### src/hw/bp_defines.svh
`ifndef BP_DEFINES_SVH
`define BP_DEFINES_SVH

// buffer geometry
`define BP_ENTRIES 16
`define BP_IDX_W 4

// instruction word address, byte address bits 31 down to 2
`define BP_WADDR_W 30

// rv32i major opcodes that train the buffer
`define BP_OP_BRANCH 7'b1100011
`define BP_OP_JAL 7'b1101111

// counter value given to a newly allocated entry
`define BP_CTR_ALLOC_T 2'd2
`define BP_CTR_ALLOC_NT 2'd1

// counter value from which the stored target is predicted
`define BP_CTR_TAKEN 2'd2

`endif

### src/hw/bp_pkg.sv
`include "bp_defines.svh"

package bp_pkg;

	// instruction word address
	typedef logic [`BP_WADDR_W-1:0] word_addr_t;

	// one branch target buffer entry
	typedef struct packed {
		logic       valid;
		word_addr_t tag;
		word_addr_t target;
		// 2-bit saturating direction counter
		logic [1:0] ctr;
	} btb_entry_t;

	// one resolved instruction coming back from execute
	typedef struct packed {
		logic        valid;
		word_addr_t  pc;
		logic [31:0] instr;
		logic        taken;
	} bp_update_t;

	// result of one associative lookup
	typedef struct packed {
		logic                 hit;
		logic [`BP_IDX_W-1:0] idx;
		// copy of the matching entry, don't care on a miss
		btb_entry_t           entry;
	} btb_lookup_t;

endpackage

### src/hw/branch_target_decoder.sv
`include "bp_defines.svh"

module branch_target_decoder
	import bp_pkg::*;
(
	input  logic [31:0] instr_i,
	input  word_addr_t  pc_i,
	output logic        is_ctrl_o,
	output word_addr_t  target_o
);

	logic [6:0] opcode;
	logic is_branch;
	logic is_jal;
	// immediates with the two byte offset bits dropped
	logic [10:0] b_imm;
	logic [18:0] j_imm;
	word_addr_t offset;

	assign opcode = instr_i[6:0];
	assign is_branch = (opcode == `BP_OP_BRANCH);
	assign is_jal = (opcode == `BP_OP_JAL);
	assign is_ctrl_o = is_branch | is_jal;

	// b-type imm[12:2]
	assign b_imm = {instr_i[31], instr_i[7], instr_i[30:25], instr_i[11:9]};

	// j-type imm[20:2]
	assign j_imm = {instr_i[31], instr_i[19:12], instr_i[20], instr_i[30:22]};

	// sign extend to a word offset
	always_comb begin
		if (is_branch) begin
			offset = {{(`BP_WADDR_W - 11){b_imm[10]}}, b_imm};
		end else begin
			offset = {{(`BP_WADDR_W - 19){j_imm[18]}}, j_imm};
		end
	end

	// target is only meaningful when is_ctrl_o is high
	assign target_o = pc_i + offset;

endmodule

### src/hw/btb_lookup.sv
`include "bp_defines.svh"

module btb_lookup
	import bp_pkg::*;
(
	input  word_addr_t  addr_i,
	input  btb_entry_t  entries_i [`BP_ENTRIES],
	output btb_lookup_t result_o,
	output logic [31:0] next_pc_o
);

	logic [`BP_ENTRIES-1:0] match_bits;
	logic hit;
	logic [`BP_IDX_W-1:0] hit_idx;
	word_addr_t sel_addr;

	// parallel tag compare, masked by valid
	always_comb begin
		for (int i = 0; i < `BP_ENTRIES; i++) begin
			match_bits[i] = entries_i[i].valid && (entries_i[i].tag == addr_i);
		end
	end

	// lowest matching index wins; tags are unique so at most one matches
	always_comb begin
		hit = 1'b0;
		hit_idx = '0;
		for (int i = `BP_ENTRIES - 1; i >= 0; i--) begin
			if (match_bits[i]) begin
				hit = 1'b1;
				hit_idx = `BP_IDX_W'(i);
			end
		end
	end

	assign result_o.hit = hit;
	assign result_o.idx = hit_idx;
	assign result_o.entry = entries_i[hit_idx];

	// weakly or strongly taken uses the stored target
	always_comb begin
		if (hit && (entries_i[hit_idx].ctr >= `BP_CTR_TAKEN)) begin
			sel_addr = entries_i[hit_idx].target;
		end else begin
			sel_addr = addr_i + word_addr_t'(1);
		end
	end

	assign next_pc_o = {sel_addr, 2'b00};

endmodule

### src/hw/lru_tracker.sv
`include "bp_defines.svh"

module lru_tracker (
	input  logic                   clock_i,
	input  logic                   reset,
	input  logic                   touch_i,
	input  logic [`BP_IDX_W-1:0]   touch_idx_i,
	input  logic                   touch_hit_i,
	input  logic [`BP_ENTRIES-1:0] valid_mask_i,
	output logic [`BP_IDX_W-1:0]   victim_idx_o
);

	// age 0 is most recent, valid entries hold distinct ages
	logic [`BP_IDX_W-1:0] age_q [`BP_ENTRIES];
	logic [`BP_IDX_W-1:0] touched_age;
	logic [`BP_ENTRIES-1:0] bump;

	assign touched_age = age_q[touch_idx_i];

	// decide which entries grow one step older
	always_comb begin
		for (int i = 0; i < `BP_ENTRIES; i++) begin
			if (i == touch_idx_i) begin
				bump[i] = 1'b0;
			end else if (touch_hit_i) begin
				// hit only shifts the entries younger than the touched one
				bump[i] = valid_mask_i[i] && (age_q[i] < touched_age);
			end else begin
				// allocation ages every other live entry
				bump[i] = valid_mask_i[i];
			end
		end
	end

	always_ff @(posedge clock_i) begin
		if (!reset) begin
			for (int i = 0; i < `BP_ENTRIES; i++) begin
				age_q[i] <= '0;
			end
		end else if (touch_i) begin
			for (int i = 0; i < `BP_ENTRIES; i++) begin
				if (i == touch_idx_i) begin
					age_q[i] <= '0;
				end else if (bump[i]) begin
					age_q[i] <= age_q[i] + 1'b1;
				end
			end
		end
	end

	// oldest entry, only unique once the table is full
	always_comb begin
		victim_idx_o = '0;
		for (int i = `BP_ENTRIES - 1; i >= 0; i--) begin
			if (age_q[i] == `BP_IDX_W'(`BP_ENTRIES - 1)) begin
				victim_idx_o = `BP_IDX_W'(i);
			end
		end
	end

endmodule

### src/hw/btb_table.sv
`include "bp_defines.svh"

module btb_table
	import bp_pkg::*;
(
	input  logic        clock_i,
	input  logic        reset,
	input  bp_update_t  update_i,
	input  logic        is_ctrl_i,
	input  word_addr_t  target_i,
	input  btb_lookup_t upd_lookup_i,
	output btb_entry_t  entries_o [`BP_ENTRIES]
);

	btb_entry_t entries_q [`BP_ENTRIES];
	logic [`BP_ENTRIES-1:0] valid_mask;
	logic free_found;
	logic [`BP_IDX_W-1:0] free_idx;
	logic [`BP_IDX_W-1:0] victim_idx;
	logic [`BP_IDX_W-1:0] wr_idx;
	logic do_train;
	logic [1:0] next_ctr;

	always_comb begin
		for (int i = 0; i < `BP_ENTRIES; i++) begin
			valid_mask[i] = entries_q[i].valid;
		end
	end

	// lowest invalid slot
	always_comb begin
		free_found = 1'b0;
		free_idx = '0;
		for (int i = `BP_ENTRIES - 1; i >= 0; i--) begin
			if (!valid_mask[i]) begin
				free_found = 1'b1;
				free_idx = `BP_IDX_W'(i);
			end
		end
	end

	// only branches and jal train, everything else passes by
	assign do_train = update_i.valid && is_ctrl_i;

	// hit slot first, then a free slot, then the lru victim
	always_comb begin
		if (upd_lookup_i.hit) begin
			wr_idx = upd_lookup_i.idx;
		end else if (free_found) begin
			wr_idx = free_idx;
		end else begin
			wr_idx = victim_idx;
		end
	end

	// saturating counter on a hit, fixed start value on allocation
	always_comb begin
		next_ctr = upd_lookup_i.entry.ctr;
		if (upd_lookup_i.hit) begin
			if (update_i.taken) begin
				if (next_ctr != 2'd3) begin
					next_ctr = next_ctr + 2'd1;
				end
			end else begin
				if (next_ctr != 2'd0) begin
					next_ctr = next_ctr - 2'd1;
				end
			end
		end else begin
			next_ctr = update_i.taken ? `BP_CTR_ALLOC_T : `BP_CTR_ALLOC_NT;
		end
	end

	always_ff @(posedge clock_i) begin
		if (!reset) begin
			for (int i = 0; i < `BP_ENTRIES; i++) begin
				entries_q[i] <= '0;
			end
		end else if (do_train) begin
			// tag rewrite on a hit is harmless, it already equals the pc
			entries_q[wr_idx] <= '{
				valid:  1'b1,
				tag:    update_i.pc,
				target: target_i,
				ctr:    next_ctr
			};
		end
	end

	// pre-update valid mask, so the allocated slot is not aged
	lru_tracker u_lru_tracker (
		.clock_i      (clock_i),
		.reset        (reset),
		.touch_i      (do_train),
		.touch_idx_i  (wr_idx),
		.touch_hit_i  (upd_lookup_i.hit),
		.valid_mask_i (valid_mask),
		.victim_idx_o (victim_idx)
	);

	assign entries_o = entries_q;

endmodule

### src/hw/branch_predictor.sv
`include "bp_defines.svh"

module branch_predictor
	import bp_pkg::*;
(
	input  logic        clock_i,
	input  logic        reset,
	input  word_addr_t  fetch_pc_i,
	input  bp_update_t  update_i,
	output logic [31:0] next_pc_o
);

	logic is_ctrl;
	word_addr_t target;
	btb_entry_t entries [`BP_ENTRIES];
	btb_lookup_t upd_lookup;

	// fetch side, same cycle prediction
	btb_lookup u_fetch_lookup (
		.addr_i    (fetch_pc_i),
		.entries_i (entries),
		.result_o  (),
		.next_pc_o (next_pc_o)
	);

	// training side
	branch_target_decoder u_branch_target_decoder (
		.instr_i   (update_i.instr),
		.pc_i      (update_i.pc),
		.is_ctrl_o (is_ctrl),
		.target_o  (target)
	);

	btb_lookup u_update_lookup (
		.addr_i    (update_i.pc),
		.entries_i (entries),
		.result_o  (upd_lookup),
		.next_pc_o ()
	);

	btb_table u_btb_table (
		.clock_i      (clock_i),
		.reset        (reset),
		.update_i     (update_i),
		.is_ctrl_i    (is_ctrl),
		.target_i     (target),
		.upd_lookup_i (upd_lookup),
		.entries_o    (entries)
	);

endmodule

### config.mk
export PLATFORM = sky130hd
export DESIGN_NAME = branch_predictor
export DESIGN_NICKNAME = d
export VERILOG_FILES = /design/src/hw/bp_pkg.sv /design/src/hw/branch_target_decoder.sv /design/src/hw/btb_lookup.sv /design/src/hw/lru_tracker.sv /design/src/hw/btb_table.sv /design/src/hw/branch_predictor.sv
export VERILOG_INCLUDE_DIRS = /design/src /design/src/hw
export SDC_FILE = /design/constraint.sdc
export NUM_CORES = 2
export LEC_CHECK = 0
export BUFFER_PORTS_ARGS = -buffer_cell sky130_fd_sc_hd__buf_4
export CAP_MARGIN = 30
export CORE_UTILIZATION = 60
export CTS_CLUSTER_SIZE = 28
export DETAILED_ROUTE_END_ITERATION = 10
export MAX_ROUTING_LAYER = met4
export PLACE_DENSITY = 0.76
export SLEW_MARGIN = 20
export SYNTH_ARGS = -nofsm -noshare
export SYNTH_HDL_FRONTEND = slang
export SYNTH_SLANG_ARGS = --single-unit
### constraint.sdc
create_clock -name clock_i -period 21.2 [get_ports clock_i]
set_clock_uncertainty 0.15 [all_clocks]
set_input_delay 4.24 -clock clock_i [delete_from_list [all_inputs] [get_ports clock_i]]
set_output_delay 4.24 -clock clock_i [all_outputs]
set_load 0.03 [all_outputs]
Yosys cells after proc, flatten, opt, wreduce, memory -nomap -nowiden
Memory sizes are Yosys's and may differ from the RTL's.
Index checks and enable logic that the tools add are counted.
{"block": "totals", "reg_bits": 1008, "latch_bits": 0, "ram_bits": 64, "romBits": 0, "in_bits": 96, "elab_cells": 600, "mem_count": 1}
{"name": "u_btb_table.u_lru_tracker.age_q", "words": 16, "word_bits": 4, "read_ports": 17, "rd_clocked_by_memory_dff": 0, "wr": 16, "line_no": "lru_tracker.sv:14", "text": "logic [`BP_IDX_W-1:0] age_q [`BP_ENTRIES];"}
{"block": "classes", "n_addsub": 20, "n_mul": 0, "div_mod_pow": 0, "n_lt_le_gt_ge": 21, "eq_ne": 66, "n_shift": 0, "n_mux": 339, "n_bitwise": 36, "n_reduce_logical": 53}
{"operator": "$bwmux 1008", "n": 1}
{"operator": "$eq 30x30->1", "n": 32}
{"operator": "$bmux 63 s4", "n": 2}
{"operator": "$mux 4", "n": 98}
{"operator": "$demux 63 s4", "n": 1}
{"operator": "$mux 1", "n": 225}
{"operator": "$add 4x1->4 const B", "n": 16}
{"operator": "$eq 4x4->1 const B", "n": 16}
{"operator": "$lt 4x4->1", "n": 16}
{"operator": "$mux 32", "n": 2}
{"operator": "$mux 63", "n": 1}
{"operator": "$logic_and 1x1->1", "n": 51}
{"operator": "$or 1x1->1", "n": 33}
{"operator": "$eq 4x4->1 const A", "n": 8}
{"operator": "$add 30x1->30 const B", "n": 1}
{"operator": "$add 30x30->30", "n": 1}
{"operator": "$mux 30", "n": 1}
{"operator": "$mux 18", "n": 1}
{"operator": "$eq 3x4->1 const A", "n": 4}
{"operator": "$ge 5x5->1 const B", "n": 3}
{"operator": "$not 4->5", "n": 3}
{"operator": "$eq 7x7->1 const B", "n": 2}
{"operator": "$mux 2", "n": 7}
{"operator": "$eq 2x4->1 const A", "n": 2}
{"operator": "8 further kinds", "n": 8}

Depth between registers and ports, before layout
An unclocked memory read counts as a cell.
{"block": "depth", "ltp_word": 31, "ltp_mapped": 28}

Hierarchy
From an unflattened synthesis, not the netlist that was laid out.
{"block": "unflattened", "cells_unflattened": 8995, "area_unflattened_um2": 80394.6}
{"mod": "btb_table", "n_inst": 1, "cells_per_inst": 3662, "area_each_um2": 36612.6}
{"mod": "btb_lookup", "n_inst": 2, "cells_per_inst": 2223, "area_each_um2": 17991.0}
{"mod": "lru_tracker", "n_inst": 1, "cells_per_inst": 641, "area_each_um2": 6072.1}
{"mod": "branch_target_decoder", "n_inst": 1, "cells_per_inst": 246, "area_each_um2": 1727.9}

Least setup slack after synthesis
Ideal clock, no wire load.
{"block": "synth_timing", "path_kind": "input to output", "start": "in fetch_pc_i[23]", "end": "out next_pc_o[24]", "arrival_time_ns": 8.533, "required_time_ns": 16.810, "slack_ns": 8.277, "stages": 14, "path_buffers": 2, "path_cell_list": "clkbuf_1 -> xor2_1 -> or3b_1 -> or4_1 -> or4_1 -> nand3_1 -> a21oi_1 -> or4b_1 -> o221ai_2 -> mux4_2 -> a22oi_1 -> nand3_1 -> clkbuf_1 -> o21ai_0"}
{"block": "synth_between", "elab_chain_len": 25}
{"element": "start: declaration", "line_no": "branch_predictor.sv:8", "text": "input word_addr_t fetch_pc_i,"}
{"element": "$eq 30x30->1", "line_no": "btb_lookup.sv:20", "text": "match_bits[i] = entries_i[i].valid && (entries_i[i].tag == addr_i);"}
{"element": "$logic_and 1x1->1", "line_no": "btb_lookup.sv:20"}
{"element": "$mux 4 (16 in a row)", "line_no": "btb_lookup.sv:29", "text": "if (match_bits[i]) begin"}
{"element": "$not 4->5"}
{"element": "$bmux 63 s4"}
{"element": "$mux 32 (implied by the code) (2 in a row)", "line_no": "btb_lookup.sv:42", "text": "if (hit && (entries_i[hit_idx].ctr >= `BP_CTR_TAKEN)) begin"}
{"element": "$ge 2x2->1 (no line)"}
{"element": "$logic_and 1x1->1", "line_no": "btb_lookup.sv:42"}
{"element": "$mux 30 (*)", "line_no": "btb_lookup.sv:42"}
{"element": "end: declaration", "line_no": "branch_predictor.sv:10", "text": "output logic [31:0] next_pc_o"}
Mark *: on every way between the ends. The rest lies on a longest branch, timed or not. The select of a mux whose other input is x is not followed.

Worst setup path in the final report
{"block": "layout_timing", "start": "in fetch_pc_i[24]", "end": "out next_pc_o[19]"}
Same word-level chain as after synthesis.

==> qor.yml <==
cts:
  cts_tree: "yes"
  cts.sinks: 1072
  cts_setup_buffers: 0
  cts_hold_repair.buffers: 0
  cts_max_path_buffers: 3
  cts_resized: 0
  h-tree-depth: 3
  clk_pin_slew_ns: 0.06
  numCtsBuffers: 113
  clockRootBuffer: "clkbuf_16"
  clk_latency_ns: 0.76
floorplan:
  boundaryPins: 128
  die_height_um: 315
  core_um2: 96900
  dieArea_um2: 99200
  rows: 114
  die_x_um: 315
  start_util_pct: 60.7
critical_path:
  crit_required_ns: 16.81
  crit_start: "fetch_pc_i[24]"
  regToRegStartpoint: "u_btb_table.entries_o[48]"
  cp-endpoint: "next_pc_o[19]"
  endpoint_kind: "output port"
  reg2reg_slack_ns: 13.04
  reg2regPathDepth: 20
  worstPathArrival_ns: 10.31
  rr_endpoint: "u_btb_table.u_lru_tracker.age_q[1][2]"
  path_class: "in -> out"
  setup.worst_path.start_class: "input port"
  cp_max_fo: 112
finish:
  register_area_um2: 22100
  area_growth_pct: 9.50
  drive_gt1_share_pct: 10.1
  multi_input_area_um2: 34400
  fin_cells: 7898
  final_common_cell: "nand2_1"
  fin_nets: 6709
  n_fill_cell: 7842
  layout_common_cells: "nand2_1 (1180), dfxtp_1 (1008), xnor2_1 (898)"
placed_design:
  port-buffer-count: 123
  gp_congestion: 1.02
  hpwlAfterDp_mm: 143
  placedCellCount: 7667
synthesis:
  synth-warning-count: 0
  synth_edf_count: 64
  synth.distinct_cells: 94
  avgSynthCellArea_um2: 8.76
  ys_seq_area_share_pct: 37.6
  synthArstFlopShare_pct: 0
  synth_cells: 6708
  synthFlopType: "dfxtp_1"
  synth_area_um2: 58800
  yosys_register_bits: 1072
global_routing:
  grt_pass1_wl_mm: 337
  grt_overflow: 0
  grt_max_degree: 143
  antenna_found_initial: 6
  grt_pass1_vias: 50800
  grt_usage_pct: 47.3
timing:
  rsz0062_at_grt: "no"
  finalHoldViolations: 0
  fin_crit_ns: 14.70
  max_freq_ghz: 0.0680
  finalSetupViolations: 0
  timing.final.crit_share_pct: 69.3
  fin_hold_ws_ns: 0.296
  relSlewSlack_pct: 24.1
  drv_slew: 0
  tightestPinTransition_ns: 1.14
  finalSetupTns_ns: 0
status:
  failed_checks: "design-rule violations"
  status: "finished with violations"
pwr:
  power_leakage_nw: 21.0
  peakVddDrop_v: 0.0000818
  p_per_area_nw_per_um2: 73.2
hold_path:
  hold_class: "reg -> reg"
run:
  cap_violations: 0
routing:
  drc: 2
  vias: 54400
  via_per_inst: 6.89
  avgRoutedWirePerCell_um: 29.5
  drtAntennaViolNets: 0
  wirelength_mm: 233
  firstDrtPassIters: 11
  initialDrtViolationCount: 7704
where the power goes:
group / internal [W] / switching (W) / total [W]
Combinational: 0.000145 / 0.000386 / 0.000531
Clock: 0.00123 / 0.000903 / 0.00213
Sequential: 0.00204 / 0.00000851 / 0.00205
cell usage after synthesis (10+ instances only):
master / n / area [um2]
inv_1: 59 / 221
a211o_1: 11 / 96.3
nor3_1: 35 / 175
and3_1: 28 / 175
nand3_1: 117 / 586
o21ai_1: 17 / 85.1
a2111oi_0: 14 / 123
ha_1: 94 / 1180
o211ai_1: 26 / 195
buf_2: 144 / 721
a31oi_1: 16 / 100
edfxtp_1: 64 / 1920
mux4_2: 107 / 2410
a21o_1: 20 / 150
clkbuf_1: 341 / 1280
a211oi_1: 28 / 210
nor2b_1: 10 / 62.6
nand2b_1: 40 / 250
mux2i_1: 61 / 611
xnor2_1: 904 / 7920
nor2_1: 206 / 773
dfxtp_1: 1008 / 20200
a21oi_1: 548 / 2740
nor3b_1: 15 / 113
a22oi_1: 45 / 338
nand4_1: 429 / 2680
mux2_2: 33 / 372
a22o_1: 463 / 4060
nand2_1: 1182 / 4440
xor2_1: 147 / 1290
buf_4: 18 / 135
nor4b_1: 25 / 219
or2_2: 17 / 106
nor4_1: 109 / 682
buf_1: 44 / 165
o21ai_0: 131 / 656
and4_1: 10 / 87.6
state kept, by name, indices dropped and copies added, names as in the netlist:
signal / flops
u_btb_table.entries_o: 1008
u_btb_table.u_lru_tracker.age_q: 64
area by class of cell:
class | count | share of cell area (%)
Sequential cell | 1072 | 34.3
Clock buffer | 160 | 5.14
Inverter | 59 | 0.356
Timing Repair Buffer | 245 | 3.07
Antenna cell | 4 | 0.0156
Clock inverter | 55 | 1.13
Tap cell | 1276 | 2.48
Multi-Input combinational cell | 5027 | 53.5
worst min-delay path by stage:
| stage | cells past startpoint | endpoint | from | slack (ns) |
|---|---|---|---|---|
| after floorplan | 2 | u_btb_table.entries_o[504] | u_btb_table.entries_o[504] | 0.27 |
| after global placement | 2 | u_btb_table.entries_o[839] | u_btb_table.entries_o[839] | 0.28 |
| after detailed placement | 2 | u_btb_table.entries_o[839] | u_btb_table.entries_o[839] | 0.29 |
| after CTS | 2 | u_btb_table.entries_o[143] | u_btb_table.entries_o[143] | 0.30 |
| after global routing | 2 | u_btb_table.entries_o[10] | u_btb_table.entries_o[10] | 0.31 |
| final | 2 | u_btb_table.entries_o[143] | u_btb_table.entries_o[143] | 0.30 |
per-layer routing:
metal / track usage, % / up-vias / part of all wire, %
li1: - / 23500 / -
met1: 60.9 / 26100 / 37
met2: 67.4 / 3817 / 41
met3: 11.6 / 976 / 14
met4: 26.7 / 0 / 7.3
met5: - / - / 0
per-stage QoR:
stage	power [W]	instance area (um2)	setup WS, ns	utilization (%)
6_report	0.00471	64300	6.50	66.4
5_1_grt	0.00480	64300	6.18	66.4
4_1_cts	0.00468	64200	6.56	66.3
3_5_place_dp	0.00259	60100	6.58	62.1
3_3_place_gp	0.00258	60100	6.60	62.0
2_1_floorplan	0.00240	58800	8.28	-
cells by family (layout without fill, tap and decap cells):
group,Yosys count,count (layout),share of synthesized area [%]
and+or+nand+nor,2274,2274,18.3
DFF,1072,1072,37.6
AOI/OAI and AO/OA,1403,1403,16.2
adders and majority gates,95,95,2.04
xor gates and xnor gates,1051,1051,15.7
muxes,202,202,5.79
buffers and inverters,610,519,4.37
other,1,6,0.00638
critical path: stages:
cell and delay [ns]:
buf_4 0.56, xnor2_1 0.22, nand2_1 0.07, or3b_1 0.36, or4_1 0.44, or4_1 0.62
nand3_1 0.12, a21oi_1 0.06, or4b_1 0.59, o221ai_4 0.10, buf_12 0.48, mux4_2 0.60
a22oi_1 0.24, nand3_2 0.09, buf_4 0.31, o211ai_1 0.39, o21ai_0 0.36, buf_4 0.26
Power figures use the tool's default switching activity.
